### config.mk
export PLATFORM = sky130hd
export DESIGN_NAME = ebusDiag_flat
export DESIGN_NICKNAME = d
export VERILOG_FILES = /design/src/hw/dtePkg.sv /design/src/hw/dteIfc.sv /design/src/hw/ebusDiag.sv /design/src/flat_wrapper.sv
export SDC_FILE = /design/constraint.sdc
export NUM_CORES = 1
export LEC_CHECK = 0
export BUFFER_PORTS_ARGS = -buffer_cell sky130_fd_sc_hd__buf_2
export CAP_MARGIN = 10
export CORE_AREA = 4 4 69 84
export CTS_BUF_LIST = sky130_fd_sc_hd__clkbuf_4 sky130_fd_sc_hd__clkbuf_8
export CTS_CLUSTER_DIAMETER = 120
export DETAILED_ROUTE_END_ITERATION = 12
export DIE_AREA = 0 0 73 88
export PLACE_DENSITY = 0.85
export REMOVE_ABC_BUFFERS = 1
export SKIP_CTS_REPAIR_TIMING = 1
export SKIP_LAST_GASP = 1
export SYNTH_ARGS = -nofsm -noshare
export SYNTH_HDL_FRONTEND = slang
export SYNTH_SLANG_ARGS = --single-unit
### constraint.sdc
create_clock -name clk -period 1.6 [get_ports clk]
set_input_delay 0.32 -clock clk [delete_from_list [all_inputs] [get_ports clk]]
set_output_delay 0.32 -clock clk [all_outputs]
set_load 0.01 [all_outputs]
### src/hw/dtePkg.sv
package dtePkg;

  localparam int wordW      = 36;              // Machine word
  localparam int halfW      = 18;              // Reply half
  localparam int tickW      = 64;              // Tick counter and due times
  localparam int memAw      = 12;
  localparam int memDepth   = 1 << memAw;      // 4096 words
  localparam int queueDepth = 4;               // Request entries
  localparam int qPtrW      = $clog2(queueDepth);
  localparam int dsW        = 7;               // E-bus diagnostic function select

  // Microcode version fields packed into the left half of the processor ID
  localparam int ucodeMajorW = 6;
  localparam int ucodeMinorW = 3;
  localparam int ucodeEditW  = 9;

  typedef enum logic [2:0] {
    dteMisc            = 3'd0,
    dteWrite           = 3'd1,
    dteDiagFunc        = 3'd2,
    dteRead            = 3'd3,
    dteReleaseEbusData = 3'd4
  } tReqType;

  // Same field carries an E-bus function select for the E-bus classes
  typedef enum logic [dsW-1:0] {
    clrCrowbar   = 7'o01,
    getAprId     = 7'o02,
    readMemory   = 7'o03,
    writeMemory  = 7'o04,
    getDiagWord1 = 7'o05
  } tDiagFunc;

  typedef struct packed {
    tReqType               reqType;
    tDiagFunc              diagFunc;
    logic [tickW-1:0]      reqTime;            // Earliest tick to run
    logic [wordW-1:0]      data1;              // Address or E-bus data
    logic [wordW-1:0]      data2;              // Memory write data
  } tDteReq;

endpackage

### src/hw/dteIfc.sv
`timescale 1ns/1ns

interface ebusDiagIf import dtePkg::*; ();
  logic [dsW-1:0]   ds;                        // Function select to load
  logic             diagStrobe;                // Load ds and raise strobe
  logic             driving;                   // Load dataOut and start driving
  logic [wordW-1:0] dataOut;
  logic             releaseData;               // Drop driver, data and strobe
  logic [wordW-1:0] dataIn;                    // Sampled bus data

  modport ctl (
    output ds, diagStrobe, driving, dataOut, releaseData,
    input  dataIn
  );

  modport bus (
    input  ds, diagStrobe, driving, dataOut, releaseData,
    output dataIn
  );
endinterface


### src/hw/ebusDiag.sv
`timescale 1ns/1ns

module ebusDiag import dtePkg::*; (
  input  logic             clk,
  input  logic             arstN,
  ebusDiagIf.bus           ctl,
  output logic [dsW-1:0]   ebusDs,
  output logic             ebusDiagStrobe,
  output logic             ebusDriving,
  output logic [wordW-1:0] ebusDataOut,
  input  logic [wordW-1:0] ebusDataIn
);

  // Outputs hold between commands from the control module
  always_ff @(posedge clk or negedge arstN) begin
    if (!arstN) begin
      ebusDs         <= '0;
      ebusDiagStrobe <= 1'b0;
      ebusDriving    <= 1'b0;
      ebusDataOut    <= '0;
    end else if (ctl.releaseData) begin
      ebusDiagStrobe <= 1'b0;
      ebusDriving    <= 1'b0;
      ebusDataOut    <= '0;                    // Bus lines float back to zero
    end else begin
      if (ctl.diagStrobe) begin
        ebusDs         <= ctl.ds;
        ebusDiagStrobe <= 1'b1;
      end
      if (ctl.driving) begin
        ebusDriving <= 1'b1;
        ebusDataOut <= ctl.dataOut;
      end
    end
  end

  assign ctl.dataIn = ebusDataIn;              // Sampled by the control in Reply

  // Data only leaves the front end while the driver is enabled
  assert property (@(posedge clk) disable iff (!arstN) !ebusDriving |-> ebusDataOut == '0)
    else $error("ebusDataOut nonzero while not driving");

endmodule

### src/flat_wrapper.sv
// flat-port wrapper written by rule: the top's interface ports become plain ports
module ebusDiag_flat import dtePkg::*;
  (clk, arstN, ebusDs, ebusDiagStrobe, ebusDriving, ebusDataOut, ebusDataIn, ctl_ds, ctl_diagStrobe, ctl_driving, ctl_dataOut, ctl_releaseData, ctl_dataIn);
  ebusDiagIf ctl_i ();
  input  logic clk;
  input  logic arstN;
  output logic [dsW-1:0] ebusDs;
  output logic ebusDiagStrobe;
  output logic ebusDriving;
  output logic [wordW-1:0] ebusDataOut;
  input  logic [wordW-1:0] ebusDataIn;
  input wire logic [$bits(ctl_i.ds)-1:0] ctl_ds;
  input wire logic [$bits(ctl_i.diagStrobe)-1:0] ctl_diagStrobe;
  input wire logic [$bits(ctl_i.driving)-1:0] ctl_driving;
  input wire logic [$bits(ctl_i.dataOut)-1:0] ctl_dataOut;
  input wire logic [$bits(ctl_i.releaseData)-1:0] ctl_releaseData;
  output wire logic [$bits(ctl_i.dataIn)-1:0] ctl_dataIn;
  assign ctl_i.ds = ctl_ds;
  assign ctl_i.diagStrobe = ctl_diagStrobe;
  assign ctl_i.driving = ctl_driving;
  assign ctl_i.dataOut = ctl_dataOut;
  assign ctl_i.releaseData = ctl_releaseData;
  assign ctl_dataIn = ctl_i.dataIn;
  ebusDiag u_core (.clk(clk), .arstN(arstN), .ctl(ctl_i), .ebusDs(ebusDs), .ebusDiagStrobe(ebusDiagStrobe), .ebusDriving(ebusDriving), .ebusDataOut(ebusDataOut), .ebusDataIn(ebusDataIn));
endmodule
==> impl_results.html <==
<table>
<tr><th>Metric</th><th>Value</th></tr>
<tr><th colspan="2">Outcome</th></tr>
<tr><td>Run status</td><td>finished, violations left</td></tr>
<tr><td>Violated checks</td><td>negative hold slack</td></tr>
<tr><th colspan="2">Worst setup path</th></tr>
<tr><td>Slowest cell on crit path</td><td>sky130_fd_sc_hd__dfrtp_1</td></tr>
<tr><td>Number of buffers and inverters on the critical path</td><td>1</td></tr>
<tr><td>Critical Path Start Type</td><td>flop</td></tr>
<tr><td>Series of cell instances along the critical path</td><td>buf_2</td></tr>
<tr><td>Kind of critical path</td><td>flop to primary output</td></tr>
<tr><td>Kind of cell adding the most delay to the critical path</td><td>flip-flops</td></tr>
<tr><td>Arr. time, crit path</td><td>about 830 ps</td></tr>
<tr><td>Worst path required time</td><td>between 1000 and 1500 ps</td></tr>
<tr><td>Biggest fanout along the worst timing path</td><td>2</td></tr>
<tr><td>Worst Setup End Kind</td><td>primary output</td></tr>
<tr><td>Slowest Stage Delay on Critical Path</td><td>around 400 ps</td></tr>
<tr><th colspan="2">Clock network</th></tr>
<tr><td>CTS tree</td><td>done</td></tr>
<tr><td>Clock Path Buffers</td><td>2</td></tr>
<tr><td>Sinks on Clock Net</td><td>45</td></tr>
<tr><td>Depth of the CTS H-tree</td><td>2</td></tr>
<tr><td>Root Driver</td><td>sky130_fd_sc_hd__clkbuf_8</td></tr>
<tr><td>Source-to-sink clock delay at the later pin of the worst-skew pair</td><td>about 280 ps</td></tr>
<tr><td>Clk slew on worst S/H paths</td><td>80 ps</td></tr>
<tr><td>Number of clock buffers inserted by TritonCTS</td><td>5</td></tr>
<tr><th colspan="2">STA</th></tr>
<tr><td>Setup violation total in the final timing report</td><td>0</td></tr>
<tr><td>Hold slack</td><td>-25.52 ps</td></tr>
<tr><td>Total negative slack for setup checks</td><td>0 ps</td></tr>
<tr><td>RSZ-0062 raised after global routing</td><td>no</td></tr>
<tr><td>Min Clock Period, post-route</td><td>1146 ps</td></tr>
<tr><td>Clock Skew</td><td>0 ps</td></tr>
<tr><td>Worst max-slew margin expressed relative to the limit</td><td>0.7017</td></tr>
<tr><td>Post-route fraction of the period consumed by the critical path</td><td>0.7164</td></tr>
<tr><td>Final hold viol count</td><td>19</td></tr>
<tr><td>Achievable frequency</td><td>between 0.8 and 0.9 GHz</td></tr>
<tr><td>Actual slew at the worst max-slew pin</td><td>between 400 and 500 ps</td></tr>
<tr><td>Number of slew-limit violations in the final report</td><td>0</td></tr>
<tr><th colspan="2">Floorplanning</th></tr>
<tr><td>Area enclosed by the die boundary</td><td>between 6000 and 7000 µm²</td></tr>
<tr><td>Placement row count</td><td>28</td></tr>
<tr><td>Die height</td><td>~90 µm</td></tr>
<tr><td>I/O pin count</td><td>about 170</td></tr>
<tr><td>DIE WIDTH</td><td>73 µm</td></tr>
<tr><td>Area of the core</td><td>between 4000 and 5000 µm²</td></tr>
<tr><td>Effective utilization at floorplan</td><td>0.4291</td></tr>
<tr><th colspan="2">Power</th></tr>
<tr><td>Share of power burned in the clock network</td><td>0.344</td></tr>
<tr><td>Part of the power in registers</td><td>0.500</td></tr>
<tr><td>Internal cell power</td><td>around 1900 µW</td></tr>
<tr><td>Power density normalized to cell area</td><td>~1000 nW/µm²</td></tr>
<tr><td>PnR Total Power</td><td>roughly 2500 µW</td></tr>
<tr><td>Combinational group share of total power</td><td>0.156</td></tr>
<tr><td>Switching power summed over all nets</td><td>~570 µW</td></tr>
<tr><td>Leakage power total</td><td>0.001419 µW</td></tr>
<tr><td>Largest vdd supply drop</td><td>around 0.43 mV</td></tr>
<tr><td>Switching part of the total</td><td>0.2285</td></tr>
<tr><th colspan="2">Placed design</th></tr>
<tr><td>HPWL after DPL</td><td>between 4000 and 5000 µm</td></tr>
<tr><td>Port Buffer Count</td><td>92</td></tr>
<tr><td>Final weighted congestion in routability-driven placement</td><td>roughly 0.68</td></tr>
<tr><td>Number of placed cells counting well taps</td><td>285</td></tr>
<tr><th colspan="2">Global routing</th></tr>
<tr><td>Wire length of the first global-routing pass</td><td>around 8000 µm</td></tr>
<tr><td>GRT Overall Usage</td><td>0.1697</td></tr>
<tr><td>Initial antenna violation count</td><td>0</td></tr>
<tr><td>Leftover overflow at the end of global routing</td><td>0</td></tr>
<tr><td>Number of global-route vias before repair</td><td>between 1000 and 1500</td></tr>
<tr><td>Pin count of the biggest net entering global routing</td><td>39</td></tr>
<tr><th colspan="2">Cells and area</th></tr>
<tr><td>Fill cell count</td><td>approximately 440</td></tr>
<tr><td>Multi-input logic area</td><td>between 600 and 700 µm²</td></tr>
<tr><td>Total area of sequential cells</td><td>~1100 µm²</td></tr>
<tr><td>Count of antenna diodes in the layout</td><td>0</td></tr>
<tr><td>Layout cell share with drive strength beyond 1</td><td>0.4764</td></tr>
<tr><td>Final cell count without fillers</td><td>between 200 and 300</td></tr>
<tr><td>Final layout net count</td><td>~320</td></tr>
<tr><td>Area grow syn2layout</td><td>16.00%</td></tr>
<tr><th colspan="2">Synthesis</th></tr>
<tr><td>Mean Syn Cell Area</td><td>around 12 µm²</td></tr>
<tr><td>Number of flip-flops and latches in the synthesized netlist</td><td>45</td></tr>
<tr><td>Synthesized instance count</td><td>174</td></tr>
<tr><td>Sequential area share after synthesis</td><td>0.5313</td></tr>
<tr><td>Syn. warnings</td><td>0</td></tr>
<tr><td>Netlist area before placement</td><td>2120 µm²</td></tr>
<tr><td>Distinct cells, synth</td><td>10</td></tr>
<tr><th colspan="2">Min path</th></tr>
<tr><td>Worst hold path class</td><td>input port to asynchronous set/reset pin</td></tr>
<tr><th colspan="2">Detailed routing</th></tr>
<tr><td>Iteration-0 DRC Markers</td><td>62</td></tr>
<tr><td>Number of nets with antenna violations after routing</td><td>0</td></tr>
<tr><td>Routed wire length</td><td>5293 µm</td></tr>
<tr><td>Routed vias/inst</td><td>4.730</td></tr>
<tr><td>Routed wire length per instance</td><td>18.06 µm</td></tr>
<tr><td>Pre-Repair DR Iteration Count</td><td>4</td></tr>
<tr><td>Total via count after detailed routing</td><td>~1400</td></tr>
<tr><td>DRC violation count after routing</td><td>0</td></tr>
<tr><th colspan="2">Run</th></tr>
<tr><td>Count of maximum capacitance violations</td><td>0</td></tr>
</table>
[stage by stage]
step,setup slack [ps],hold WS [ps],utilization,area (µm²)
floorplan,257.4,24.41,-,1748
global placement,430.1,287.0,0.4734,2338
detailed placement,414.4,290.3,0.4734,2338
CTS,434.0,-25.85,0.4977,2459
global route,409.4,3.403,0.4977,2459
finish,453.8,-25.52,0.4977,2459
[Yosys cell counts]
cell,count,share of area
sky130_fd_sc_hd__dfrtp_1,45,0.53
sky130_fd_sc_hd__nor2_1,40,0.071
sky130_fd_sc_hd__buf_4,36,0.13
sky130_fd_sc_hd__mux2i_1,36,0.17
sky130_fd_sc_hd__mux2_4,7,0.050
sky130_fd_sc_hd__buf_12,3,0.028
sky130_fd_sc_hd__buf_2,3,0.0071
sky130_fd_sc_hd__buf_6,2,0.011
sky130_fd_sc_hd__clkbuf_1,1,0.0018
sky130_fd_sc_hd__nor2b_1,1,0.0030
[worst paths after layout]
check                                              end  slack, ps                   start  cells after the start
worst max register to register        u_core.ebusDs[1]        820        u_core.ebusDs[1]                      1
worst max-delay path                   ebusDataOut[24]        450  u_core.ebusDataOut[24]                      1
min in group clk                      u_core.ebusDs[6]        260               ctl_ds[6]                      2
worst min register to register   u_core.ebusDiagStrobe        500   u_core.ebusDiagStrobe                      2
max in group asynchronous       u_core.ebusDataOut[18]       1130                   arstN                      2
worst min-delay path             u_core.ebusDataOut[0]        -30                   arstN                      1
[metal layers]
metal / vias up / part of all wire / global-route usage
li1: 644 / - / -
met1: 615 / 0.41 / 0.2147
met2: 116 / 0.39 / 0.2116
met3: 9 / 0.19 / 0.1366
met4: 2 / 0.014 / 0.05537
met5: - / 0.0059 / 0.03968
[area by class of cell]
class	instances	share of cell area
Clock buffer	7	0.03664
Clock inverter	1	0.01221
Multi-Input combinational cell	84	0.2529
Sequential cell	45	0.4580
Tap cell	60	0.03053
Timing Repair Buffer	96	0.2097
[cells by family (layout without fill, tap and decap cells)]
family / count (synthesis) / in the layout / share of synthesized area
buf+inv: 45 / 104 / 0.1753
mux: 43 / 43 / 0.2196
flops: 45 / 45 / 0.5313
simple gates: 41 / 41 / 0.07379
[cells in the final DEF, fill, tap and decap left out]
master and instances:
sky130_fd_sc_hd__mux2i_1 36, sky130_fd_sc_hd__dfrtp_1 45, sky130_fd_sc_hd__bufinv_16 1, sky130_fd_sc_hd__nor2_1 40, sky130_fd_sc_hd__clkbuf_8 6, sky130_fd_sc_hd__buf_2 92, sky130_fd_sc_hd__buf_12 2, sky130_fd_sc_hd__mux2_4 7
sky130_fd_sc_hd__buf_4 2, sky130_fd_sc_hd__nor2b_1 1, sky130_fd_sc_hd__clkbuf_4 1
[power groups by stage]
| stage | clock network (µW) | logic, µW | registers, µW |
|---|---|---|---|
| floorplan | 0 | 125 | 1320 |
| global placement | 0 | 390 | 1280 |
| detailed placement | 0 | 402 | 1280 |
| CTS | 899 | 402 | 1260 |
| global route | 951 | 434 | 1270 |
| finish | 865 | 391 | 1260 |
[state kept, by name (all words and copies together) (netlist names)]
register               cells
u_core.ebusDataOut        36
u_core.ebusDiagStrobe      1
u_core.ebusDs              7
u_core.ebusDriving         1
(Power assumes the default switching activity.)
