## src/hw/dtePkg.sv

```systemverilog
package dtePkg;

  localparam int wordW      = 36;              // Machine word
  localparam int halfW      = 18;              // Reply half
  localparam int tickW      = 64;              // Tick counter and due times
  localparam int memAw      = 12;
  localparam int memDepth   = 1 << memAw;      // 4096 words
  localparam int queueDepth = 4;               // Request entries
  localparam int qPtrW      = $clog2(queueDepth);
  localparam int dsW        = 7;               // E-bus diagnostic function select

  // Microcode version fields packed into the left half of the processor ID
  localparam int ucodeMajorW = 6;
  localparam int ucodeMinorW = 3;
  localparam int ucodeEditW  = 9;

  typedef enum logic [2:0] {
    dteMisc            = 3'd0,
    dteWrite           = 3'd1,
    dteDiagFunc        = 3'd2,
    dteRead            = 3'd3,
    dteReleaseEbusData = 3'd4
  } tReqType;

  // Same field carries an E-bus function select for the E-bus classes
  typedef enum logic [dsW-1:0] {
    clrCrowbar   = 7'o01,
    getAprId     = 7'o02,
    readMemory   = 7'o03,
    writeMemory  = 7'o04,
    getDiagWord1 = 7'o05
  } tDiagFunc;

  typedef struct packed {
    tReqType               reqType;
    tDiagFunc              diagFunc;
    logic [tickW-1:0]      reqTime;            // Earliest tick to run
    logic [wordW-1:0]      data1;              // Address or E-bus data
    logic [wordW-1:0]      data2;              // Memory write data
  } tDteReq;

endpackage

```

## src/hw/dteReqQueue.sv

```systemverilog
`timescale 1ns/1ns

module dteReqQueue import dtePkg::*; (
  input  logic   clk,
  input  logic   arstN,
  input  logic   push,
  input  tDteReq pushItem,
  input  logic   pop,
  output tDteReq head,
  output logic   empty,
  output logic   full
);

  tDteReq           entries [queueDepth];
  logic [qPtrW-1:0] rdPtr;
  logic [qPtrW-1:0] wrPtr;
  logic [qPtrW:0]   count;                     // One extra bit to tell full from empty

  function automatic logic [qPtrW-1:0] nextPtr(input logic [qPtrW-1:0] ptr);
    logic [qPtrW-1:0] lastPtr;
    lastPtr = qPtrW'(queueDepth - 1);
    nextPtr = (ptr == lastPtr) ? '0 : ptr + 1'b1;
  endfunction

  always_ff @(posedge clk) begin
    if (push) begin
      entries[wrPtr] <= pushItem;
    end
  end

  always_ff @(posedge clk or negedge arstN) begin
    if (!arstN) begin
      rdPtr <= '0;
      wrPtr <= '0;
      count <= '0;
    end else begin
      if (push) begin
        wrPtr <= nextPtr(wrPtr);
      end
      if (pop) begin
        rdPtr <= nextPtr(rdPtr);
      end
      case ({push, pop})
        2'b10:   count <= count + 1'b1;
        2'b01:   count <= count - 1'b1;
        default: count <= count;             // Both or neither leave it unchanged
      endcase
    end
  end

  assign head  = entries[rdPtr];
  assign empty = (count == '0);
  assign full  = (count == (qPtrW + 1)'(queueDepth));

  // Host must watch reqFull, and the control only pops a present head
  assert property (@(posedge clk) disable iff (!arstN) !(push && full))
    else $error("request pushed while queue full");

  assert property (@(posedge clk) disable iff (!arstN) !(pop && empty))
    else $error("request popped while queue empty");

endmodule

```

## config.mk

```make
export PLATFORM = sky130hd
export DESIGN_NAME = dteReqQueue
export DESIGN_NICKNAME = d
export VERILOG_FILES = /design/src/hw/dtePkg.sv /design/src/hw/dteReqQueue.sv
export SDC_FILE = /design/constraint.sdc
export NUM_CORES = 1
export LEC_CHECK = 0
export BUFFER_PORTS_ARGS = -buffer_cell sky130_fd_sc_hd__clkbuf_2
export CAP_MARGIN = 20
export CORE_ASPECT_RATIO = 1.2
export CORE_MARGIN = 3
export CORE_UTILIZATION = 61
export DETAILED_ROUTE_END_ITERATION = 10
export PLACE_DENSITY = 0.89
export SLEW_MARGIN = 5
export SYNTH_ARGS = -nofsm -noshare
export SYNTH_HDL_FRONTEND = slang
export SYNTH_SLANG_ARGS = --single-unit
```

## constraint.sdc

```tcl
create_clock -name clk -period 12 [get_ports clk]
set_input_delay 0.6 -clock clk [delete_from_list [all_inputs] [get_ports clk]]
set_output_delay 0.6 -clock clk [all_outputs]
set_load 0.1 [all_outputs]
```

==> flow_summary.toml, run 1 <==
[run_status]
status = "complete, no violations"

[sta]
setup_viol = 0
hold_ws_ns = 0.258
period_share = 0.376
rsz0062_at_grt = "false"
hold_violations = 0
tightestPinTransition_ns = 1.05
maxSlewViolCount = 0
min_period_ns = 4.51
finalClockSkew_ns = 0.0161
setup_tns_ns = 0
slew_headroom = 0.297
max_freq_ghz = 0.222

[floorplanning]
dieArea_sq_um = 37700
die_h_um = 212
initial_utilization = 0.627
rows = 74
ios = 298
core_area_sq_um = 34400
chipWidth_um = 178

[setup_path]
reg2reg_to = "entries[2][53]"
r2r_slack_ns = 9.65
crit_required_ns = 11.40
rr_startpoint = "wrPtr[0]"
arrival_ns = 3.91
r2r_cells = 4
cp-end-kind = "output port"
crit_type = "reg -> out"
start_kind = "flip-flop"
crit_fanout = 44

[clocking]
clock_tree.root_cell = "clkbuf_16"
clock_latency_ns = 0.56
clk_path_buf_depth = 3
numCtsBuffers = 52
clk_pin_slew_worst_paths_ns = 0.06
cts_tree = "yes"
clkSinkCount = 591
cts_max_level = 2
post-cts-setup-buffer-count = 0
cts_resized = 0

[drt]
drt_wl_total_um = 44000
num_vias = 9766
met3_wirelength_um = 3830
vias_per_cell = 5.98
drt_iter0_markers = 902
drc_errors = 0
highest-signal-layer = "met5"
first_pass_iters = 5
antenna_left = 0
dr_wl_met2_um = 23300
routedLengthMet1_um = 15400
wl_per_cell_um = 26.9

[synth]
synth-compound-area-share = 0.000463
syn_area_per_cell_sq_um = 27.0
yosys-top-cells-count = "edfxtp_1, mux4_2, buf_2"
synthMuxAreaShare = 0.154
yosys.area.top_type_share = 0.812
ys_warn_count = 0
synthXorXnorAreaFrac = 0.00122
synth_seq_cells = 591
async_flop_share = 0.0118
synth_adder_area_share = 0.00440
syn_nets = 958
ys_dominant_reg_cell = "edfxtp_1"
synthSimpleGateAreaFrac = 0.00249
synthTopCellsByArea = "edfxtp_1, mux4_2, buf_12"
yosysMostFrequentCell = "edfxtp_1"
synth_top_family_by_area = "multiplexers"
synth_edf_count = 584
syn_area_sq_um = 21600
synth_cell_types = 23
ys_seq_area_frac = 0.820
synth_top_cell_by_area = "edfxtp_1"
synthCells = 801

[global_routing]
grt_pass1_wl_um = 66500
grt_pass1_vias = 10600
grt_usage = 0.241
antenna_found_initial = 3
grt-ovfl-total = 0
grt_max_degree = 72

[final_layout]
nNetsFinal = 1290
drive_gt1_frac = 0.458
fillerInstances = 1884
syn2layout_area_growth_pct = 16.0

[min_path]
min_to = "entries[2][0]"
hold_path.class = "in -> reg"
whs_path_depth = 1
min_from = "pushItem[0]"

[run]
drv_cap = 0

[placement]
gp_congestion = 0.743
io_buffers = 297
hpwl_um = 25800
## critical path, cell delays in order, from the launching register on
cell and delay [ns]:
dfrtp_4 0.70, buf_4 0.72, buf_4 0.77, mux4_2 0.65, clkbuf_2 0.40
## worst max-delay path by stage
stage / slack [ns] / endpoint / from
2_1_floorplan: 7.52 / entries[0][0] / wrPtr[0]
3_3_place_gp: 8.02 / head[118] / rdPtr[0]
3_5_place_dp: 8.01 / head[81] / rdPtr[0]
4_1_cts: 7.34 / head[141] / rdPtr[0]
5_1_grt: 7.12 / head[141] / rdPtr[0]
6_report: 7.49 / head[141] / rdPtr[0]
## placed cells by master, fill, tap and decap left out, types with 3 or more instances in the layout
cell type,synthesis,layout
clkinv_1,0,9
inv_1,6,6
dfrtp_1,7,5
clkbuf_1,1,12
clkinv_2,0,9
bufinv_16,0,3
clkinvlp_4,0,5
clkbuf_16,0,53
clkbuf_8,0,4
mux4_2,146,146
clkbuf_2,0,297
buf_4,1,13
edfxtp_1,584,584
and2_4,0,4
ha_1,6,6
## what timing repair did
action | 4_1_cts | 5_1_grt
hold endpoints to repair | 7 | 0
setup endpoints to repair | 0 | 0
hold buffers | 1 | 0
## through the flow
step | instances | utilization | worst slack [ns] | area, sq um
2_1_floorplan | 801 | - | 7.52 | 21600
3_3_place_gp | 1534 | 0.680 | 8.02 | 23400
3_5_place_dp | 1534 | 0.680 | 8.01 | 23400
4_1_cts | 1630 | 0.727 | 7.34 | 25100
5_1_grt | 1631 | 0.728 | 7.12 | 25100
6_report | 1632 | 0.728 | 7.49 | 25100
## registers in the layout, indices dropped and copies added, names as in the netlist
name     count
wrPtr        2
entries    584
rdPtr        2
count        3
## routing by layer
layer / track usage / up-vias
met5: 0 / -
met4: 0.0818 / 4
met3: 0.0663 / 89
met2: 0.408 / 462
met1: 0.309 / 5072
li1: - / 4139
## layout make-up
| cell class | count | area, sq um | area share |
|---|---|---|---|
| diodes | 2 | 5.00 | 0.000200 |
| clock buffers | 69 | 1430 | 0.0569 |
| clock inverters | 26 | 206 | 0.00824 |
| inverters | 6 | 22.5 | 0.000899 |
| multi-input cells | 171 | 3520 | 0.140 |
| flip-flops and latches | 591 | 17700 | 0.707 |
| well taps | 456 | 571 | 0.0228 |
| repair buffers | 311 | 1590 | 0.0636 |
## cells by family after synthesis
logic type | Yosys count
AO/OA/AOI/OAI | 2
XOR/XNOR | 3
adder cells (fa/ha/maj) | 7
buffers and inverters | 39
flip-flops | 591
multiplexers | 149
AND/OR/NAND/NOR | 10
Power of run 1 is not shown: default switching activity piles up to over one toggle a cycle in this logic, so the estimate is an artifact.
==> run 2: changes to the inputs <==
CORE_UTILIZATION = 51   (was 61)
PLACE_DENSITY = 0.8   (was 0.89)
clock period = 3.9 ns   (was 12 ns; I/O delays follow)
==> flow_summary.toml, run 2 (synthesized netlist as in run 1, its figures left out) <==
[clocking]
numCtsBuffers = 53
clk_pin_slew_worst_paths_ns = 0.06
post-cts-setup-buffer-count = 0
cts_resized = 0
holdBufCountCts = 150
cts_tree = "yes"
cts_max_level = 2
clk_path_buf_depth = 3
clkSinkCount = 591
clock_latency_ns = 0.57
clock_tree.root_cell = "clkbuf_16"

[final_layout]
reg_top3 = "entries x584, count x3"
multi_input_comb_area_sq_um = 3520
final_cells = 1876
postLayoutCoreUtil = 0.652
fillerInstances = 2603
seqCellArea_sq_um = 17700
regMostFlops = "entries"
syn2layout_area_growth_pct = 24.5
largest_reg_flops = 584
drive_gt1_frac = 0.415
nNetsFinal = 1451
mostFrequentLayoutCells = "edfxtp_1, clkbuf_2, dlygate4sd3_1"
final_common_cell = "edfxtp_1"

[floorplanning]
rows = 81
ios = 298
dieArea_sq_um = 44900
core_area_sq_um = 41200
chipWidth_um = 194
die_h_um = 231
initial_utilization = 0.524

[setup_path]
critPathBufInv = 2
r2r_slack_ns = 1.70
crit_required_ns = 3.70
crit_path_start = "rdPtr[0]"
worst-path-stages = 3
crit_slowest_cell = "dfrtp_4"
reg2reg_to = "entries[0][51]"
start_kind = "flip-flop"
path_cells = "buf_4, mux4_2, clkbuf_2"
crit_type = "reg -> out"
critPathTopFamily = "flip-flops"
cp-end-kind = "output port"
arrival_ns = 2.90
crit_fanout = 37
rr_startpoint = "wrPtr[0]"
critPathCapture = "head[37]"
r2r_cells = 4
slowest_delay_ns = 0.97

[sta]
maxSlewViolCount = 0
period_share = 0.794
min_period_ns = 3.10
hold_violations = 0
slew_headroom = 0.277
finalClockSkew_ns = 0.00890
setup_tns_ns = 0
tightestPinTransition_ns = 1.08
setup_viol = 0
rsz0062_at_grt = "false"
max_freq_ghz = 0.323

[run]
drv_cap = 0

[drt]
drc_errors = 0
drt_wl_total_um = 44000
drt_iter0_markers = 718
wl_per_cell_um = 23.5
num_vias = 10300
first_pass_iters = 4
antenna_left = 0
vias_per_cell = 5.47

[global_routing]
grtUsageMet3 = 0.0468
grt_pass1_wl_um = 68300
grt-ovfl-total = 0
grt_busiest_layer = "met2"
grt_usage = 0.200
antenna_found_initial = 2
met1_usage = 0.246
grt_max_degree = 80
grt_pass1_vias = 11400
grt_use_met2 = 0.355

[placement]
gp_congestion = 0.753
place_inst = 1628
hpwl_um = 25600
io_buffers = 297

[min_path]
hold_path.class = "in -> reg"

[run_status]
status = "complete, no violations"
run 2: cell count changes in the layout (fill, tap and decap cells not counted):
cell | before | now
clkinv_2 | 9 | 14
buf_12 | 0 | 11
inv_6 | 0 | 2
dlygate4sd3_1 | 1 | 150
clkbuf_1 | 12 | 8
clkinvlp_4 | 5 | 3
run 2: worst min path at each step:
stage / from / endpoint / slack (ns) / depth (start not counted)
2_1_floorplan: arstN / count[0] / -0.10 / 0
3_3_place_gp: arstN / count[1] / 0.05 / 1
3_5_place_dp: arstN / count[1] / 0.06 / 1
4_1_cts: pushItem[13] / entries[0][13] / 0.33 / 2
5_1_grt: pushItem[6] / entries[3][6] / 0.35 / 2
6_report: pushItem[4] / entries[1][4] / 0.38 / 2
run 2: area by class of cell:
cell class / count / share of cell area
sequential: 591 / 0.659
multi-input combinational: 171 / 0.131
tap: 539 / 0.0251
clock buffer: 65 / 0.0525
clock inverter: 31 / 0.00870
antenna: 2 / 0.000186
timing repair buffer: 471 / 0.123
inverter: 6 / 0.000838
run 2: metrics by stage:
step	hold WS (ns)	setup slack, ns	instance area (sq um)
finish	0.381	0.804	26900
detailed placement	0.0550	1.34	23700
global route	0.352	0.608	26900
floorplan	-0.101	1.05	21600
CTS	0.328	0.698	26900
global placement	0.0472	1.35	23700
run 2: metal layers:
layer | vias to the layer above | share of wire | wire, um
met5 | - | 0 | 0
met3 | 79 | 0.062 | 2710
li1 | 4466 | - | -
met1 | 5360 | 0.36 | 16100
met4 | 0 | 0.027 | 1210
met2 | 366 | 0.55 | 24000
Power of run 2 is left out for the same reason.
==> run 3: changes to the inputs <==
ABC_AREA = 1   (was unset)
CORE_UTILIZATION = 52   (was 51)
PLACE_DENSITY = 0.81   (was 0.8)
clock period = 2.5 ns   (was 3.9 ns; I/O delays follow)
==> flow_summary.toml, run 3 <==
[synth]
syn_nets = 1914
ys_warn_count = 0
synth_seq_cells = 591
ys_seq_area_frac = 0.748
yosysMostFrequentCell = "edfxtp_1"
async_flop_share = 0.0118
yosys.area.top_type_share = 0.740
syn_area_per_cell_sq_um = 13.5
synthTopCellsByArea = "edfxtp_1, o211ai_1, nand2_1"
synthCells = 1757
ys_dominant_reg_cell = "edfxtp_1"
synth_edf_count = 584
yosys-top-cells-count = "edfxtp_1, nand2_1, inv_1"
syn_area_sq_um = 23700
synth_top_cell_by_area = "edfxtp_1"
synth_cell_types = 18

[clocking]
clock_tree.root_cell = "clkbuf_16"
clk_path_buf_depth = 3
clkSinkCount = 591
numCtsBuffers = 55
clock_latency_ns = 0.61
cts_tree = "yes"
clk_pin_slew_worst_paths_ns = 0.06
cts_max_level = 2

[sta]
tightestPinTransition_ns = 0.578
maxSlewViolCount = 0
finalClockSkew_ns = 0.0165
setup_viol = 0
hold_ws_ns = 0.277
period_share = 0.944
hold_violations = 0
slew_headroom = 0.615
max_freq_ghz = 0.424
min_period_ns = 2.36
rsz0062_at_grt = "false"

[drt]
first_pass_iters = 5
drt_iter0_markers = 1052
drc_errors = 0
drt_wl_total_um = 56900
antenna_left = 0
wl_per_cell_um = 19.9
num_vias = 15300
vias_per_cell = 5.36

[run_status]
status = "complete, no violations"

[floorplanning]
rows = 85
die_h_um = 240
initial_utilization = 0.527
dieArea_sq_um = 48200
ios = 298
chipWidth_um = 201
core_area_sq_um = 45000

[setup_path]
crit_fanout = 30
crit_type = "reg -> out"
cp-end-kind = "output port"
crit_required_ns = 2.38
arrival_ns = 2.23
crit_path_start = "rdPtr[0]"
start_kind = "flip-flop"
r2r_slack_ns = 0.65
rr_startpoint = "wrPtr[0]"
reg2reg_to = "entries[3][79]"
r2r_cells = 4

[final_layout]
drive_gt1_frac = 0.194
mostFrequentLayoutCells = "edfxtp_1, nand2_1, inv_1"
largest_reg_flops = 584
final_common_cell = "edfxtp_1"
regMostFlops = "entries"
stdcell_area_sq_um = 31400
reg_top3 = "entries x584, count x3"
fillerInstances = 2620
nNetsFinal = 2357
syn2layout_area_growth_pct = 32.4

[min_path]
hold_path.class = "in -> reg"
min_to = "entries[0][134]"
whs_path_depth = 2
min_from = "pushItem[134]"

[placement]
gp_congestion = 0.763
postPlaceCellArea_sq_um = 27900
io_buffers = 297
hpwl_um = 30200

[global_routing]
grt-ovfl-total = 0
grt_usage = 0.233
antenna_found_initial = 3
grt_max_degree = 90
grt_pass1_wl_um = 87700
grt_pass1_vias = 16100

[run]
drv_cap = 0
-- run 3: changes by cell type after synthesis, moves of 11 or more --
cell      delta
buf_12      -11
buf_2       +25
buf_6       +41
inv_1      +300
mux4_2     -146
nand2_1    +450
o211ai_1   +292
-- run 3: repair_timing --
action	in CTS	in global routing
endpoints found under the hold margin	597	0
buffers inserted	0	1
resized for setup	1	9
gates cloned	2	1
pin swaps	0	0
hold buffers	150	0
setup endpoints to repair	43	52
-- run 3: how the worst max path moves through the flow --
stage / end / depth (start not counted)
final: head[32] / 6
after global routing: head[72] / 6
after CTS: head[84] / 5
after detailed placement: head[8] / 6
after global placement: head[131] / 5
after floorplan: entries[0][0] / 4
-- run 3: logic make-up (layout without fill, tap and decap cells) --
| kind of cell | after synthesis | after routing | synth area share |
|---|---|---|---|
| buffers and inverters | 404 | 892 | 0.0816 |
| other | 0 | 2 | 0 |
| AND/OR/NAND/NOR | 457 | 457 | 0.0727 |
| AO/OA/AOI/OAI | 297 | 297 | 0.0936 |
| adder cells (fa/ha/maj) | 7 | 7 | 0.00401 |
| XOR/XNOR | 1 | 1 | 0.000370 |
| flip-flops | 591 | 591 | 0.748 |
-- run 3: area by class of cell --
type / count / area, sq um / area share
Sequential cell: 591 / 17700 / 0.565
Timing Repair Buffer: 480 / 5700 / 0.182
Multi-Input combinational cell: 762 / 4070 / 0.130
Clock buffer: 62 / 1400 / 0.0447
Inverter: 307 / 1200 / 0.0382
Tap cell: 609 / 762 / 0.0243
Clock inverter: 40 / 467 / 0.0149
Timing Repair inverter: 3 / 26.3 / 0.000838
Antenna cell: 2 / 5.00 / 0.000160
-- run 3: per-layer routing --
| metal | routed length [um] | global-route usage | vias up |
|---|---|---|---|
| met3 | 4130 | 0.0495 | 121 |
| met1 | 20200 | 0.266 | 7492 |
| li1 | - | - | 7045 |
| met2 | 30900 | 0.425 | 659 |
| met4 | 1630 | 0.104 | 2 |
| met5 | 17 | 0 | - |
-- run 3: critical path: stages (launching register included) --
cell	delay, ns
dfrtp_4	0.58
buf_4	0.21
inv_6	0.25
nand2_1	0.12
o211ai_1	0.14
nand2_1	0.14
buf_12	0.19
-- run 3: per-stage QoR --
stage	TNS (ns)	std cells	setup WS (ns)	utilization
floorplan	-420.30	1757	-0.731	-
global placement	0	2598	0.625	0.620
detailed placement	0	2598	0.570	0.620
CTS	-0.258	2852	-0.0348	0.695
global route	0	2856	0.0422	0.697
finish	0	2856	0.141	0.697
Power of run 3 is left out for the same reason.
