`src/hw/dtePkg.sv`:
```
package dtePkg;

  localparam int wordW      = 36;              // Machine word
  localparam int halfW      = 18;              // Reply half
  localparam int tickW      = 64;              // Tick counter and due times
  localparam int memAw      = 12;
  localparam int memDepth   = 1 << memAw;      // 4096 words
  localparam int queueDepth = 4;               // Request entries
  localparam int qPtrW      = $clog2(queueDepth);
  localparam int dsW        = 7;               // E-bus diagnostic function select

  // Microcode version fields packed into the left half of the processor ID
  localparam int ucodeMajorW = 6;
  localparam int ucodeMinorW = 3;
  localparam int ucodeEditW  = 9;

  typedef enum logic [2:0] {
    dteMisc            = 3'd0,
    dteWrite           = 3'd1,
    dteDiagFunc        = 3'd2,
    dteRead            = 3'd3,
    dteReleaseEbusData = 3'd4
  } tReqType;

  // Same field carries an E-bus function select for the E-bus classes
  typedef enum logic [dsW-1:0] {
    clrCrowbar   = 7'o01,
    getAprId     = 7'o02,
    readMemory   = 7'o03,
    writeMemory  = 7'o04,
    getDiagWord1 = 7'o05
  } tDiagFunc;

  typedef struct packed {
    tReqType               reqType;
    tDiagFunc              diagFunc;
    logic [tickW-1:0]      reqTime;            // Earliest tick to run
    logic [wordW-1:0]      data1;              // Address or E-bus data
    logic [wordW-1:0]      data2;              // Memory write data
  } tDteReq;

endpackage

```
`src/hw/dteIfc.sv`:
```
`timescale 1ns/1ns

interface ebusDiagIf import dtePkg::*; ();
  logic [dsW-1:0]   ds;                        // Function select to load
  logic             diagStrobe;                // Load ds and raise strobe
  logic             driving;                   // Load dataOut and start driving
  logic [wordW-1:0] dataOut;
  logic             releaseData;               // Drop driver, data and strobe
  logic [wordW-1:0] dataIn;                    // Sampled bus data

  modport ctl (
    output ds, diagStrobe, driving, dataOut, releaseData,
    input  dataIn
  );

  modport bus (
    input  ds, diagStrobe, driving, dataOut, releaseData,
    output dataIn
  );
endinterface

interface dteMemIf import dtePkg::*; ();
  logic             en;
  logic             we;
  logic [memAw-1:0] addr;
  logic [wordW-1:0] wdata;
  logic [wordW-1:0] rdata;                     // Valid the cycle after en

  modport ctl (
    output en, we, addr, wdata,
    input  rdata
  );

  modport mem (
    input  en, we, addr, wdata,
    output rdata
  );
endinterface

```
`src/hw/dteCtl.sv`:
```
`timescale 1ns/1ns

module dteCtl import dtePkg::*; (
  input  logic                   clk,
  input  logic                   arstN,
  input  tDteReq                 head,
  input  logic                   empty,
  output logic                   pop,
  input  logic [ucodeMajorW-1:0] ucodeMajor,
  input  logic [ucodeMinorW-1:0] ucodeMinor,
  input  logic [ucodeEditW-1:0]  ucodeEdit,
  input  logic [halfW-1:0]       hwOptions,
  input  logic                   conRun,
  input  logic                   ebxHalted,
  output logic                   crowbar,
  output logic                   replyStrobe,
  output logic [tickW-1:0]       replyTime,
  output logic [halfW-1:0]       replyLh,
  output logic [halfW-1:0]       replyRh,
  ebusDiagIf.ctl                 ebus,
  dteMemIf.ctl                   mem
);

  typedef enum logic [1:0] {
    Idle,
    Exec,
    Reply
  } tState;

  tState            state;
  logic [tickW-1:0] tick;                      // Free running since reset
  tDteReq           req;                       // Request being carried out
  logic             due;
  logic             exec;
  logic             isMisc;
  logic             isMemOp;

  always_ff @(posedge clk or negedge arstN) begin
    if (!arstN) begin
      tick <= '0;
    end else begin
      tick <= tick + 1'b1;
    end
  end

  assign due  = !empty && (tick >= head.reqTime);
  assign pop  = (state == Idle) && due;
  assign exec = (state == Exec);

  always_ff @(posedge clk or negedge arstN) begin
    if (!arstN) begin
      state <= Idle;
    end else begin
      case (state)
        Idle:    state <= due ? Exec : Idle;
        Exec:    state <= Reply;
        default: state <= Idle;
      endcase
    end
  end

  always_ff @(posedge clk) begin
    if (pop) begin
      req <= head;
    end
  end

  assign isMisc  = (req.reqType == dteMisc);
  assign isMemOp = isMisc && (req.diagFunc == readMemory || req.diagFunc == writeMemory);

  always_ff @(posedge clk or negedge arstN) begin
    if (!arstN) begin
      crowbar <= 1'b1;                         // Held until the host clears it
    end else if (exec && isMisc && req.diagFunc == clrCrowbar) begin
      crowbar <= 1'b0;
    end
  end

  // Memory access goes out in Exec so read data lands in Reply
  assign mem.en    = exec && isMemOp;
  assign mem.we    = exec && isMisc && (req.diagFunc == writeMemory);
  assign mem.addr  = req.data1[memAw-1:0];
  assign mem.wdata = req.data2;

  // E-bus load commands are single-cycle pulses in Exec
  assign ebus.ds          = req.diagFunc;
  assign ebus.diagStrobe  = exec && (req.reqType == dteWrite || req.reqType == dteDiagFunc);
  assign ebus.driving     = exec && (req.reqType == dteWrite);
  assign ebus.dataOut     = req.data1;
  assign ebus.releaseData = exec && (req.reqType == dteReleaseEbusData);

  assign replyStrobe = (state == Reply);
  assign replyTime   = tick;

  always_comb begin
    replyLh = '0;
    replyRh = '0;
    if (isMisc) begin
      case (req.diagFunc)
        getAprId: begin
          replyLh = {ucodeMajor, ucodeMinor, ucodeEdit};
          replyRh = hwOptions;
        end
        readMemory: begin
          replyLh = mem.rdata[wordW-1:halfW];
          replyRh = mem.rdata[halfW-1:0];
        end
        getDiagWord1: replyRh = {{(halfW - 2){1'b0}}, conRun, ebxHalted};
        default: ;                             // Crowbar, write and unknown codes reply zero
      endcase
    end else begin
      replyLh = ebus.dataIn[wordW-1:halfW];    // All E-bus classes return bus data
      replyRh = ebus.dataIn[halfW-1:0];
    end
  end

  assert property (@(posedge clk) disable iff (!arstN) replyStrobe |=> !replyStrobe)
    else $error("replyStrobe held for two cycles");

endmodule

```
`src/flat_wrapper.sv`:
```
// flat-port wrapper written by rule: the top's interface ports become plain ports
module dteCtl_flat import dtePkg::*;
  (clk, arstN, head, empty, pop, ucodeMajor, ucodeMinor, ucodeEdit, hwOptions, conRun, ebxHalted, crowbar, replyStrobe, replyTime, replyLh, replyRh, ebus_ds, ebus_diagStrobe, ebus_driving, ebus_dataOut, ebus_releaseData, ebus_dataIn, mem_en, mem_we, mem_addr, mem_wdata, mem_rdata);
  ebusDiagIf ebus_i ();
  dteMemIf mem_i ();
  input  logic clk;
  input  logic arstN;
  input  tDteReq head;
  input  logic empty;
  output logic pop;
  input  logic [ucodeMajorW-1:0] ucodeMajor;
  input  logic [ucodeMinorW-1:0] ucodeMinor;
  input  logic [ucodeEditW-1:0] ucodeEdit;
  input  logic [halfW-1:0] hwOptions;
  input  logic conRun;
  input  logic ebxHalted;
  output logic crowbar;
  output logic replyStrobe;
  output logic [tickW-1:0] replyTime;
  output logic [halfW-1:0] replyLh;
  output logic [halfW-1:0] replyRh;
  output wire logic [$bits(ebus_i.ds)-1:0] ebus_ds;
  output wire logic [$bits(ebus_i.diagStrobe)-1:0] ebus_diagStrobe;
  output wire logic [$bits(ebus_i.driving)-1:0] ebus_driving;
  output wire logic [$bits(ebus_i.dataOut)-1:0] ebus_dataOut;
  output wire logic [$bits(ebus_i.releaseData)-1:0] ebus_releaseData;
  input wire logic [$bits(ebus_i.dataIn)-1:0] ebus_dataIn;
  output wire logic [$bits(mem_i.en)-1:0] mem_en;
  output wire logic [$bits(mem_i.we)-1:0] mem_we;
  output wire logic [$bits(mem_i.addr)-1:0] mem_addr;
  output wire logic [$bits(mem_i.wdata)-1:0] mem_wdata;
  input wire logic [$bits(mem_i.rdata)-1:0] mem_rdata;
  assign ebus_ds = ebus_i.ds;
  assign ebus_diagStrobe = ebus_i.diagStrobe;
  assign ebus_driving = ebus_i.driving;
  assign ebus_dataOut = ebus_i.dataOut;
  assign ebus_releaseData = ebus_i.releaseData;
  assign ebus_i.dataIn = ebus_dataIn;
  assign mem_en = mem_i.en;
  assign mem_we = mem_i.we;
  assign mem_addr = mem_i.addr;
  assign mem_wdata = mem_i.wdata;
  assign mem_i.rdata = mem_rdata;
  dteCtl u_core (.clk(clk), .arstN(arstN), .head(head), .empty(empty), .pop(pop), .ucodeMajor(ucodeMajor), .ucodeMinor(ucodeMinor), .ucodeEdit(ucodeEdit), .hwOptions(hwOptions), .conRun(conRun), .ebxHalted(ebxHalted), .crowbar(crowbar), .replyStrobe(replyStrobe), .replyTime(replyTime), .replyLh(replyLh), .replyRh(replyRh), .ebus(ebus_i), .mem(mem_i));
endmodule
```
`config.mk`:
```
export PLATFORM = sky130hd
export DESIGN_NAME = dteCtl_flat
export DESIGN_NICKNAME = d
export VERILOG_FILES = /design/src/hw/dtePkg.sv /design/src/hw/dteIfc.sv /design/src/hw/dteCtl.sv /design/src/flat_wrapper.sv
export SDC_FILE = /design/constraint.sdc
export NUM_CORES = 1
export LEC_CHECK = 0
export ABC_AREA = 1
export ABC_CLOCK_PERIOD_IN_PS = 14500
export BUFFER_PORTS_ARGS = -buffer_cell sky130_fd_sc_hd__buf_4
export CORE_AREA = 2 2 178 180
export CTS_CLUSTER_DIAMETER = 200
export DETAILED_ROUTE_END_ITERATION = 8
export DIE_AREA = 0 0 180 182
export PLACE_DENSITY = 0.62
export SETUP_SLACK_MARGIN = 0.15
export SLEW_MARGIN = 0
export SYNTH_ARGS = -nofsm -noshare
export SYNTH_HDL_FRONTEND = slang
export SYNTH_SLANG_ARGS = --single-unit
```
`constraint.sdc`:
```
create_clock -name clk -period 14.5 [get_ports clk]
set_clock_uncertainty 0.15 [all_clocks]
set_input_delay 1.45 -clock clk [delete_from_list [all_inputs] [get_ports clk]]
set_output_delay 1.45 -clock clk [all_outputs]
set_load 0.01 [all_outputs]
```
==> results.json, run 1 <==
{
  "core-area_sq_um": 31000,
  "cts_resized": 0,
  "rsz0062_at_grt": "false",
  "drc": 0,
  "die_x_um": 180,
  "clk_pin_slew_ns": 0.07,
  "leakagePower_nw": 6.70,
  "comb_power_share_pct": 9.3,
  "slew_violations": 0,
  "synth_top_area_share_pct": 25.6,
  "drt_iter0_markers": 609,
  "synthTopCellsByArea": "edfxtp_1 (26%), dfrtp_1 (17%), nand2_1 (8.6%)",
  "gp_congestion": 0.941,
  "fillers": 3093,
  "track_usage_pct": 21.2,
  "r2r_cells": 8,
  "cts-root-buf": "clkbuf_16",
  "layout.cells.non_filler": 1906,
  "wl_met1_um": 15100,
  "drive_gt1_share_pct": 34.9,
  "vias": 9000,
  "highest_layer": "met4",
  "synth-edff-count": 82,
  "outcome": "completed",
  "layout_commonest_cell": "buf_4",
  "h-tree-depth": 4,
  "ir_drop_mv": 0.0794,
  "finalCritPeriodShare_pct": 35.3,
  "syn_area_sq_um": 9620,
  "path_common_cell": "nand2_1",
  "drv_cap": 0,
  "yosysSeqAreaShare_pct": 43.0,
  "final_util_pct": 43.3,
  "clockBufferDepth": 2,
  "relSlewSlack_pct": 40.7,
  "clock_latency_ns": 0.43,
  "synth_cell_type_count": 44,
  "power_frac_seq_pct": 45.7,
  "r2r-start": "u_core.replyTime[45]",
  "dp.final_hpwl_um": 29400,
  "dr_wl_met3_um": 2210,
  "initial_core_util_pct": 31.0,
  "path_max_fanout": 16,
  "clkPwrFrac_pct": 45.0,
  "nets": 1814,
  "placed_cells": 1873,
  "grt_start_max_net_pins": 70,
  "ios": 458,
  "dieHeight_um": 182,
  "grt_pass1_vias": 8903,
  "grt_pass1_wl_um": 53000,
  "end_kind": "output pin",
  "numCtsBuffers": 17,
  "hold_class": "reg2reg",
  "startpoint_type": "input pin",
  "ys_warn_count": 0,
  "ctsHoldBuffers": 0,
  "crit_start": "head[119]",
  "synth_top_area_cell": "edfxtp_1",
  "syn_area_per_cell_sq_um": 8.58,
  "slowest_delay_ns": 0.53,
  "port_buffers": 457,
  "firstDrtPassIters": 5,
  "p_sw_uw": 244,
  "period_needed_ns": 5.11,
  "grt_overflow": 0,
  "worst_pin_slew_ns": 0.890,
  "final_cell_mix": "buf_4 (462), nand2_1 (220), inv_1 (167)",
  "synthesis.nets": 1445,
  "rr_endpoint": "u_core.ebus.dataOut[16]",
  "wl_met2_um": 17400,
  "clkSinkCount": 149,
  "antenna_left": 0,
  "fmax_ghz": 0.196,
  "tns_ns": 0,
  "wl_um": 35600,
  "setup_viol": 0,
  "postSynthCellCount": 1121,
  "cts_tree": "done",
  "hold_viol_final": 0,
  "ff2ff_setup_slack_ns": 10.87,
  "viasPerCell": 4.72,
  "rows": 65,
  "area_growth_pct": 39.5,
  "cts_setup_buffers": 0,
  "synthFlopType": "edfxtp_1",
  "path_cells": "buf_4 > inv_1 > ha_1 > nand2_1 > nor4_1 > nand2_1 > nor3_1 > nand2_1 > a21oi_4 > buf_4",
  "cp_data_required_time_ns": 12.90,
  "fp.dieArea_sq_um": 32800,
  "critPathCapture": "pop",
  "power_density_nw_per_um2": 73.0,
  "critPathSlowestCell": "nor4_1",
  "switching_share_pct": 24.9,
  "antenna_found_initial": 1,
  "async_reset_ff_share_pct": 45.0,
  "worstPathArrival_ns": 3.51,
  "internal_power_uw": 736,
  "routedWlPerCell_um": 18.7,
  "synth_seq_cells": 149,
  "path_class": "in2out"
}
==> routing by layer <==
metal  track usage (%)  up-vias
met3              4.85       51
met2              36.0      364
met4              6.57        0
met5                 0        -
li1                  -     4342
met1              26.9     4243
==> cell type report <==
cell class                 count  area, sq um  area share, %
inverter                     170          639           4.76
tap                          402          503           3.75
sequential                   149         4140           30.9
clock buffer                  17          425           3.17
clock inverter                15          154           1.15
multi-input combinational    690         4090           30.5
timing repair buffer         462         3470           25.8
antenna                        1         2.50         0.0186
==> worst max-delay path, delay by kind of cell <==
kind / cells / cell delay (ns)
adder cells (fa/ha/maj): 1 / 0.28
AO/OA/AOI/OAI: 1 / 0.47
AND/OR/NAND/NOR: 5 / 0.96
buffers and inverters: 3 / 0.35
==> cell families (layout without fill, tap and decap cells) <==
| logic type | Yosys count | count (layout) | synth area share, % |
|---|---|---|---|
| buffers and inverters | 282 | 664 | 14.7 |
| adder cells (fa/ha/maj) | 65 | 65 | 8.45 |
| other | 0 | 1 | 0 |
| XOR/XNOR | 60 | 60 | 5.46 |
| AND/OR/NAND/NOR | 485 | 485 | 23.5 |
| flip-flops | 149 | 149 | 43.0 |
| AO/OA/AOI/OAI | 80 | 80 | 4.84 |
==> synth_stat cells (2+ instances only) <==
master / number
nand3_4: 3
nor3_1: 23
nand3_2: 2
xor2_1: 37
nor2_2: 3
nand2_1: 220
a21oi_1: 31
inv_2: 2
nor4_1: 8
nor3_2: 4
o21ai_0: 6
nor2_4: 5
a31oi_1: 18
o21a_1: 3
buf_4: 92
dfrtp_1: 66
nand3_1: 31
nand4_1: 56
xnor2_1: 23
nand2_2: 2
nand2_4: 2
clkbuf_1: 12
edfxtp_1: 82
a21o_1: 2
buf_2: 7
ha_1: 65
inv_1: 167
nand3b_1: 3
o22ai_1: 17
nor2_1: 115
==> power by group through the flow <==
| stage | Sequential, mW | Combinational (mW) | Clock [mW] |
|---|---|---|---|
| after detailed placement | 0.456 | 0.0916 | 0 |
| final | 0.447 | 0.0915 | 0.441 |
| after CTS | 0.447 | 0.0923 | 0.454 |
| after global routing | 0.447 | 0.100 | 0.469 |
| after global placement | 0.456 | 0.0895 | 0 |
| after floorplan | 0.456 | 0.0208 | 0 |
==> registers in the layout (all words and copies together), names as in the netlist <==
| register | flops |
|---|---|
| u_core.replyTime | 64 |
| u_core.ebus.dataOut | 36 |
| u_core.mem.wdata | 36 |
| u_core.ebus.ds | 7 |
| u_core.req | 3 |
| u_core.state | 2 |
| u_core.crowbar | 1 |
==> worst min-delay path by stage <==
stage	start	endpoint	slack [ns]	cells after the start
CTS	u_core.state[1]	u_core.state[1]	0.33	1
global route	u_core.state[1]	u_core.state[1]	0.37	1
floorplan	u_core.state[1]	u_core.state[1]	0.29	1
finish	u_core.state[1]	u_core.state[1]	0.33	1
detailed placement	u_core.state[1]	u_core.state[1]	0.31	1
global placement	u_core.state[1]	u_core.state[1]	0.30	1
==> stage by stage <==
stage          hold slack (ns)  cell area, sq um  power, mW  worst slack [ns]
2_1_floorplan            0.286              9620      0.477              6.35
3_3_place_gp             0.305             12800      0.546              9.32
3_5_place_dp             0.312             12800      0.548              9.33
4_1_cts                  0.329             13400      0.993              9.32
5_1_grt                  0.368             13400       1.02              9.17
6_report                 0.333             13400      0.979              9.39
Note: power is estimated with default switching activity, not from simulation.
==> run 2: changes to the inputs <==
--- a/config.mk
+++ b/config.mk
@@ -6,7 +6,7 @@
 export NUM_CORES = 1
 export LEC_CHECK = 0
 export ABC_AREA = 1
-export ABC_CLOCK_PERIOD_IN_PS = 14500
+export ABC_CLOCK_PERIOD_IN_PS = 5200
 export BUFFER_PORTS_ARGS = -buffer_cell sky130_fd_sc_hd__buf_4
 export CORE_AREA = 2 2 178 180
 export CTS_CLUSTER_DIAMETER = 200
==> constraint.sdc (replaced) <==
create_clock -name clk -period 5.2 [get_ports clk]
set_clock_uncertainty 0.15 [all_clocks]
set_input_delay 0.52 -clock clk [delete_from_list [all_inputs] [get_ports clk]]
set_output_delay 0.52 -clock clk [all_outputs]
set_load 0.01 [all_outputs]
==> run 2 against run 1 <==
Net effect:
- sequential share of layout area shrank 0.066 points
- clock-buffer cell count is the same
- cell area grew 0.21%
- clock power grew to 2.9 times the previous value
- hold slack lost 0.28 ns
- final cell count is essentially flat
==> results.json, run 2 (synthesis results as in run 1) <==
{
  "grt_pass1_wl_um": 52100,
  "clkSinkCount": 149,
  "ctsHoldBuffers": 0,
  "area_growth_pct": 39.8,
  "initial_core_util_pct": 31.0,
  "ir_drop_mv": 0.216,
  "cts_setup_buffers": 0,
  "firstDrtPassIters": 5,
  "fillers": 3102,
  "startpoint_type": "flop",
  "core-area_sq_um": 31000,
  "track_usage_pct": 20.7,
  "rr_endpoint": "u_core.ebus.dataOut[14]",
  "setup_viol": 0,
  "layout_commonest_cell": "buf_4",
  "die_x_um": 180,
  "hold_viol_final": 0,
  "drt_iter0_markers": 456,
  "nets": 1815,
  "clk_pin_slew_ns": 0.07,
  "rows": 65,
  "hold_class": "in2async",
  "relSlewSlack_pct": 27.2,
  "ff2ff_setup_slack_ns": 2.21,
  "dieHeight_um": 182,
  "final_util_pct": 43.4,
  "drv_cap": 0,
  "routedWlPerCell_um": 18.2,
  "antenna_found_initial": 2,
  "slew_violations": 0,
  "port_buffers": 457,
  "dp.final_hpwl_um": 28700,
  "path_max_fanout": 19,
  "gp_congestion": 0.962,
  "grt_pass1_vias": 8902,
  "power_density_nw_per_um2": 206,
  "drc": 0,
  "viasPerCell": 4.69,
  "cts_resized": 0,
  "worstPathArrival_ns": 3.04,
  "grt_overflow": 0,
  "leakagePower_nw": 6.73,
  "fmax_ghz": 0.269,
  "r2r-start": "u_core.replyTime[55]",
  "r2r_cells": 10,
  "numCtsBuffers": 17,
  "outcome": "completed",
  "cts_tree": "done",
  "cp_data_required_time_ns": 4.53,
  "clockBufferDepth": 2,
  "drive_gt1_share_pct": 34.9,
  "path_class": "reg2out",
  "largest_reg_flops": 64,
  "ios": 458,
  "antenna_left": 0,
  "wl_um": 34800,
  "end_kind": "output pin",
  "period_needed_ns": 3.71,
  "multi_input_area_sq_um": 4090,
  "tns_ns": 0,
  "seqCellArea_sq_um": 4140,
  "cts-root-buf": "clkbuf_16",
  "total_power_mw": 2.77,
  "final_cell_mix": "buf_4 (463), nand2_1 (220), inv_1 (167)",
  "h-tree-depth": 4,
  "timing.hold.ws_ns": 0.0527,
  "clock_latency_ns": 0.43,
  "grt_start_max_net_pins": 68,
  "worst_pin_slew_ns": 1.08,
  "rsz0062_at_grt": "false",
  "fp.dieArea_sq_um": 32800,
  "finalCritPeriodShare_pct": 71.4,
  "vias": 8943
}
[run 2: layout make-up]
| class | instances | area share (%) |
|---|---|---|
| sequential | 149 | 30.8 |
| antenna | 1 | 0.0186 |
| clock inverter | 15 | 1.30 |
| timing repair buffer | 463 | 25.8 |
| clock buffer | 17 | 3.16 |
| inverter | 170 | 4.75 |
| tap | 402 | 3.74 |
| multi-input combinational | 690 | 30.4 |
[run 2: through the flow]
step,setup WS [ns],std cells,area [sq um]
floorplan,0.573,1121,9620
global route,1.24,1906,13400
global placement,2.05,1874,12800
finish,1.49,1907,13400
detailed placement,2.01,1874,12800
CTS,1.51,1906,13400
[run 2: routing by layer]
layer  share of wire, %  GRT usage, %  vias to the layer above
met5              0.043             0                        -
met1                 41          25.4                     4169
met4                2.5          6.60                        2
met2                 49          35.3                      371
li1                   -             -                     4340
met3                7.3          5.82                       61
[run 2: worst max path at each step]
stage                       from                      end  depth (start not counted)
6_report       u_core.ebus.ds[3]               replyRh[0]                          7
3_5_place_dp   u_core.ebus.ds[5]               replyRh[1]                          8
3_3_place_gp           head[119]  u_core.ebus.dataOut[24]                         10
5_1_grt        u_core.ebus.ds[3]               replyRh[0]                          7
4_1_cts        u_core.ebus.ds[5]               replyRh[1]                          8
2_1_floorplan          head[119]                      pop                          8
[run 2: where the power goes]
part	switching [mW]	internal (mW)
Combinational	0.0939	0.159
Sequential	0	1.25
Clock	0.575	0.693
[run 2: critical path, stage by stage, from the launching register on]
cell      delay [ns]
edfxtp_1        0.44
or2_1           0.28
nor2_2          0.59
nand3_2         0.55
o22ai_1         0.36
a21oi_1         0.06
o21ai_0         0.18
buf_4           0.15
==> run 3: changes to the inputs <==
--- a/config.mk
+++ b/config.mk
@@ -6,13 +6,13 @@
 export NUM_CORES = 1
 export LEC_CHECK = 0
 export ABC_AREA = 1
-export ABC_CLOCK_PERIOD_IN_PS = 5200
+export ABC_CLOCK_PERIOD_IN_PS = 3100
 export BUFFER_PORTS_ARGS = -buffer_cell sky130_fd_sc_hd__buf_4
-export CORE_AREA = 2 2 178 180
+export CORE_AREA = 2 2 177 179
 export CTS_CLUSTER_DIAMETER = 200
 export DETAILED_ROUTE_END_ITERATION = 8
-export DIE_AREA = 0 0 180 182
-export PLACE_DENSITY = 0.62
+export DIE_AREA = 0 0 179 181
+export PLACE_DENSITY = 0.64
 export SETUP_SLACK_MARGIN = 0.15
 export SLEW_MARGIN = 0
 export SYNTH_ARGS = -nofsm -noshare
==> constraint.sdc (replaced) <==
create_clock -name clk -period 3.1 [get_ports clk]
set_clock_uncertainty 0.15 [all_clocks]
set_input_delay 0.31 -clock clk [delete_from_list [all_inputs] [get_ports clk]]
set_output_delay 0.31 -clock clk [all_outputs]
set_load 0.01 [all_outputs]
==> run 3 against run 2 <==
Net effect:
- wire length is 11% higher
- sequential cell count is the same
- global-route usage increased by 2.5 points
- sequential power up 67%
==> results.json, run 3 (synthesis results as in run 1) <==
{
  "outcome": "completed",
  "drc": 0,
  "path_class": "reg2out",
  "highest_layer": "met5",
  "viasPerCell": 4.69,
  "cp_data_required_time_ns": 2.64,
  "clockBufferDepth": 2,
  "slew_violations": 0,
  "finalCritPeriodShare_pct": 93.0,
  "slowest_delay_ns": 0.45,
  "dr_wl_met3_um": 3510,
  "antenna_left": 0,
  "wl_um": 38500,
  "layout.cells.non_filler": 2011,
  "die_x_um": 179,
  "fillers": 2879,
  "routedWlPerCell_um": 19.1,
  "fmax_ghz": 0.347,
  "relSlewSlack_pct": 40.6,
  "leakagePower_nw": 7.17,
  "cts_tree": "done",
  "hold_class": "reg2reg",
  "clk_pin_slew_ns": 0.07,
  "port_buffers": 457,
  "drv_cap": 0,
  "path_cells": "ha_1 > nand2_1 > nor2_1 > nand4_1 > nor2_2 > inv_1 > nor3_1 > nand2_1 > a21oi_4 > buf_12 > buf_4",
  "vias": 9422,
  "p_sw_mw": 1.08,
  "worstPathArrival_ns": 2.42,
  "final_cell_mix": "buf_4 (480), nand2_1 (218), inv_1 (166)",
  "critical_path_buf_inv_count": 3,
  "initial_core_util_pct": 31.7,
  "switching_share_pct": 23.3,
  "grt_pass1_vias": 9483,
  "wl_met1_um": 15500,
  "tns_ns": 0,
  "wl_met2_um": 18400,
  "crit_family": "simple AND/OR/NAND/NOR gates",
  "track_usage_pct": 23.2,
  "nets": 1924,
  "gp_congestion": 0.973,
  "power_frac_seq_pct": 45.1,
  "rows": 64,
  "clock_latency_ns": 0.43,
  "h-tree-depth": 4,
  "internal_power_mw": 3.56,
  "antenna_found_initial": 7,
  "ios": 458,
  "ir_drop_mv": 0.327,
  "path_common_cell": "nand2_1",
  "placed_cells": 1885,
  "clkPwrFrac_pct": 43.4,
  "grt_pass1_wl_um": 56000,
  "timing.hold.ws_ns": 0.316,
  "layout_commonest_cell": "buf_4",
  "grt_start_max_net_pins": 68,
  "period_needed_ns": 2.88,
  "end_kind": "output pin",
  "drt_iter0_markers": 503,
  "setup_viol": 0,
  "path_max_fanout": 6,
  "worst_pin_slew_ns": 0.891,
  "comb_power_share_pct": 11.5,
  "clkSinkCount": 149,
  "firstDrtPassIters": 5,
  "rsz0062_at_grt": "true",
  "dieHeight_um": 181,
  "drive_gt1_share_pct": 35.8,
  "critPathSlowestCell": "dfrtp_2",
  "area_growth_pct": 52.4,
  "hold_viol_final": 0,
  "numCtsBuffers": 17,
  "power_density_nw_per_um2": 316,
  "largest_reg_flops": 64,
  "core-area_sq_um": 30300,
  "cts-root-buf": "clkbuf_16",
  "startpoint_type": "flop",
  "grt_overflow": 0,
  "fp.dieArea_sq_um": 32400,
  "dp.final_hpwl_um": 31100
}
## run 3: changes by cell type in the layout (fill, tap and decap cells not counted), sizes merged
cell | before | now
inv | 181 | 176
dlygate4sd3 | 0 | 83
clkinv | 3 | 1
diode | 1 | 2
buf | 463 | 486
clkbuf | 17 | 19
bufbuf | 0 | 1
clkinvlp | 0 | 7
## run 3: final cells by class
| class | instances | area, sq um | area share, % |
|---|---|---|---|
| Inverter | 170 | 643 | 4.39 |
| Tap cell | 396 | 495 | 3.38 |
| Multi-Input combinational cell | 690 | 4170 | 28.4 |
| Timing Repair Buffer | 571 | 4610 | 31.5 |
| Antenna cell | 2 | 5.00 | 0.0341 |
| Clock buffer | 18 | 429 | 2.93 |
| Timing Repair inverter | 1 | 7.51 | 0.0512 |
| Clock inverter | 14 | 140 | 0.956 |
| Sequential cell | 149 | 4160 | 28.4 |
## run 3: what timing repair did
action	in CTS	in global routing
pin swaps	1	1
hold buffers	83	0
gates resized for setup	5	6
gates cloned	2	1
buffers inserted	4	2
setup endpoints to repair	2	79
endpoints found under the hold margin	148	0
## run 3: worst register-to-register path, cell delays in order (launching register included)
cell and delay (ns):
dfrtp_2 0.45, ha_1 0.29, nand2_1 0.05, nor2_1 0.12, nand4_1 0.13, nor2_2 0.19, inv_1 0.08, nor3_1 0.17
nand2_1 0.12, a21oi_4 0.17, buf_12 0.12, buf_4 0.22, clkbuf_16 0.22
## run 3: power by group through the flow
stage                     sequential (mW)  combinational, mW  clock, mW
after floorplan                      2.13              0.101          0
after global placement               2.13              0.431          0
after detailed placement             2.13              0.436          0
after CTS                            2.09              0.532       2.07
after global routing                 2.09              0.581       2.15
final                                2.09              0.532       2.01
## run 3: routing by layer
metal | vias to the layer above | GRT usage, %
met4 | 10 | 7.06
met1 | 4370 | 28.2
met5 | - | 0
met3 | 69 | 7.53
met2 | 417 | 38.8
li1 | 4556 | -
## run 3: worst paths after layout
kind,start,end,slack [ns],depth (start not counted)
setup / recovery,u_core.replyTime[56],pop,0.22,11
hold / removal,u_core.state[1],u_core.state[1],0.32,1
setup reg to reg,u_core.replyTime[56],u_core.ebus.dataOut[35],0.33,12
hold reg to reg,u_core.state[1],u_core.state[1],0.32,1
max in group asynchronous,arstN,u_core.replyTime[7],1.77,2
min in group asynchronous,arstN,u_core.replyTime[59],0.39,2
## run 3: per-stage QoR
| step | setup slack, ns | area [sq um] | total power, mW | util (%) |
|---|---|---|---|---|
| 2_1_floorplan | -0.303 | 9710 | 2.24 | - |
| 3_3_place_gp | 0.399 | 13100 | 2.56 | 43.1 |
| 3_5_place_dp | 0.361 | 13100 | 2.57 | 43.1 |
| 4_1_cts | 0.173 | 14600 | 4.69 | 48.0 |
| 5_1_grt | 0.00801 | 14700 | 4.83 | 48.3 |
| 6_report | 0.216 | 14700 | 4.64 | 48.3 |
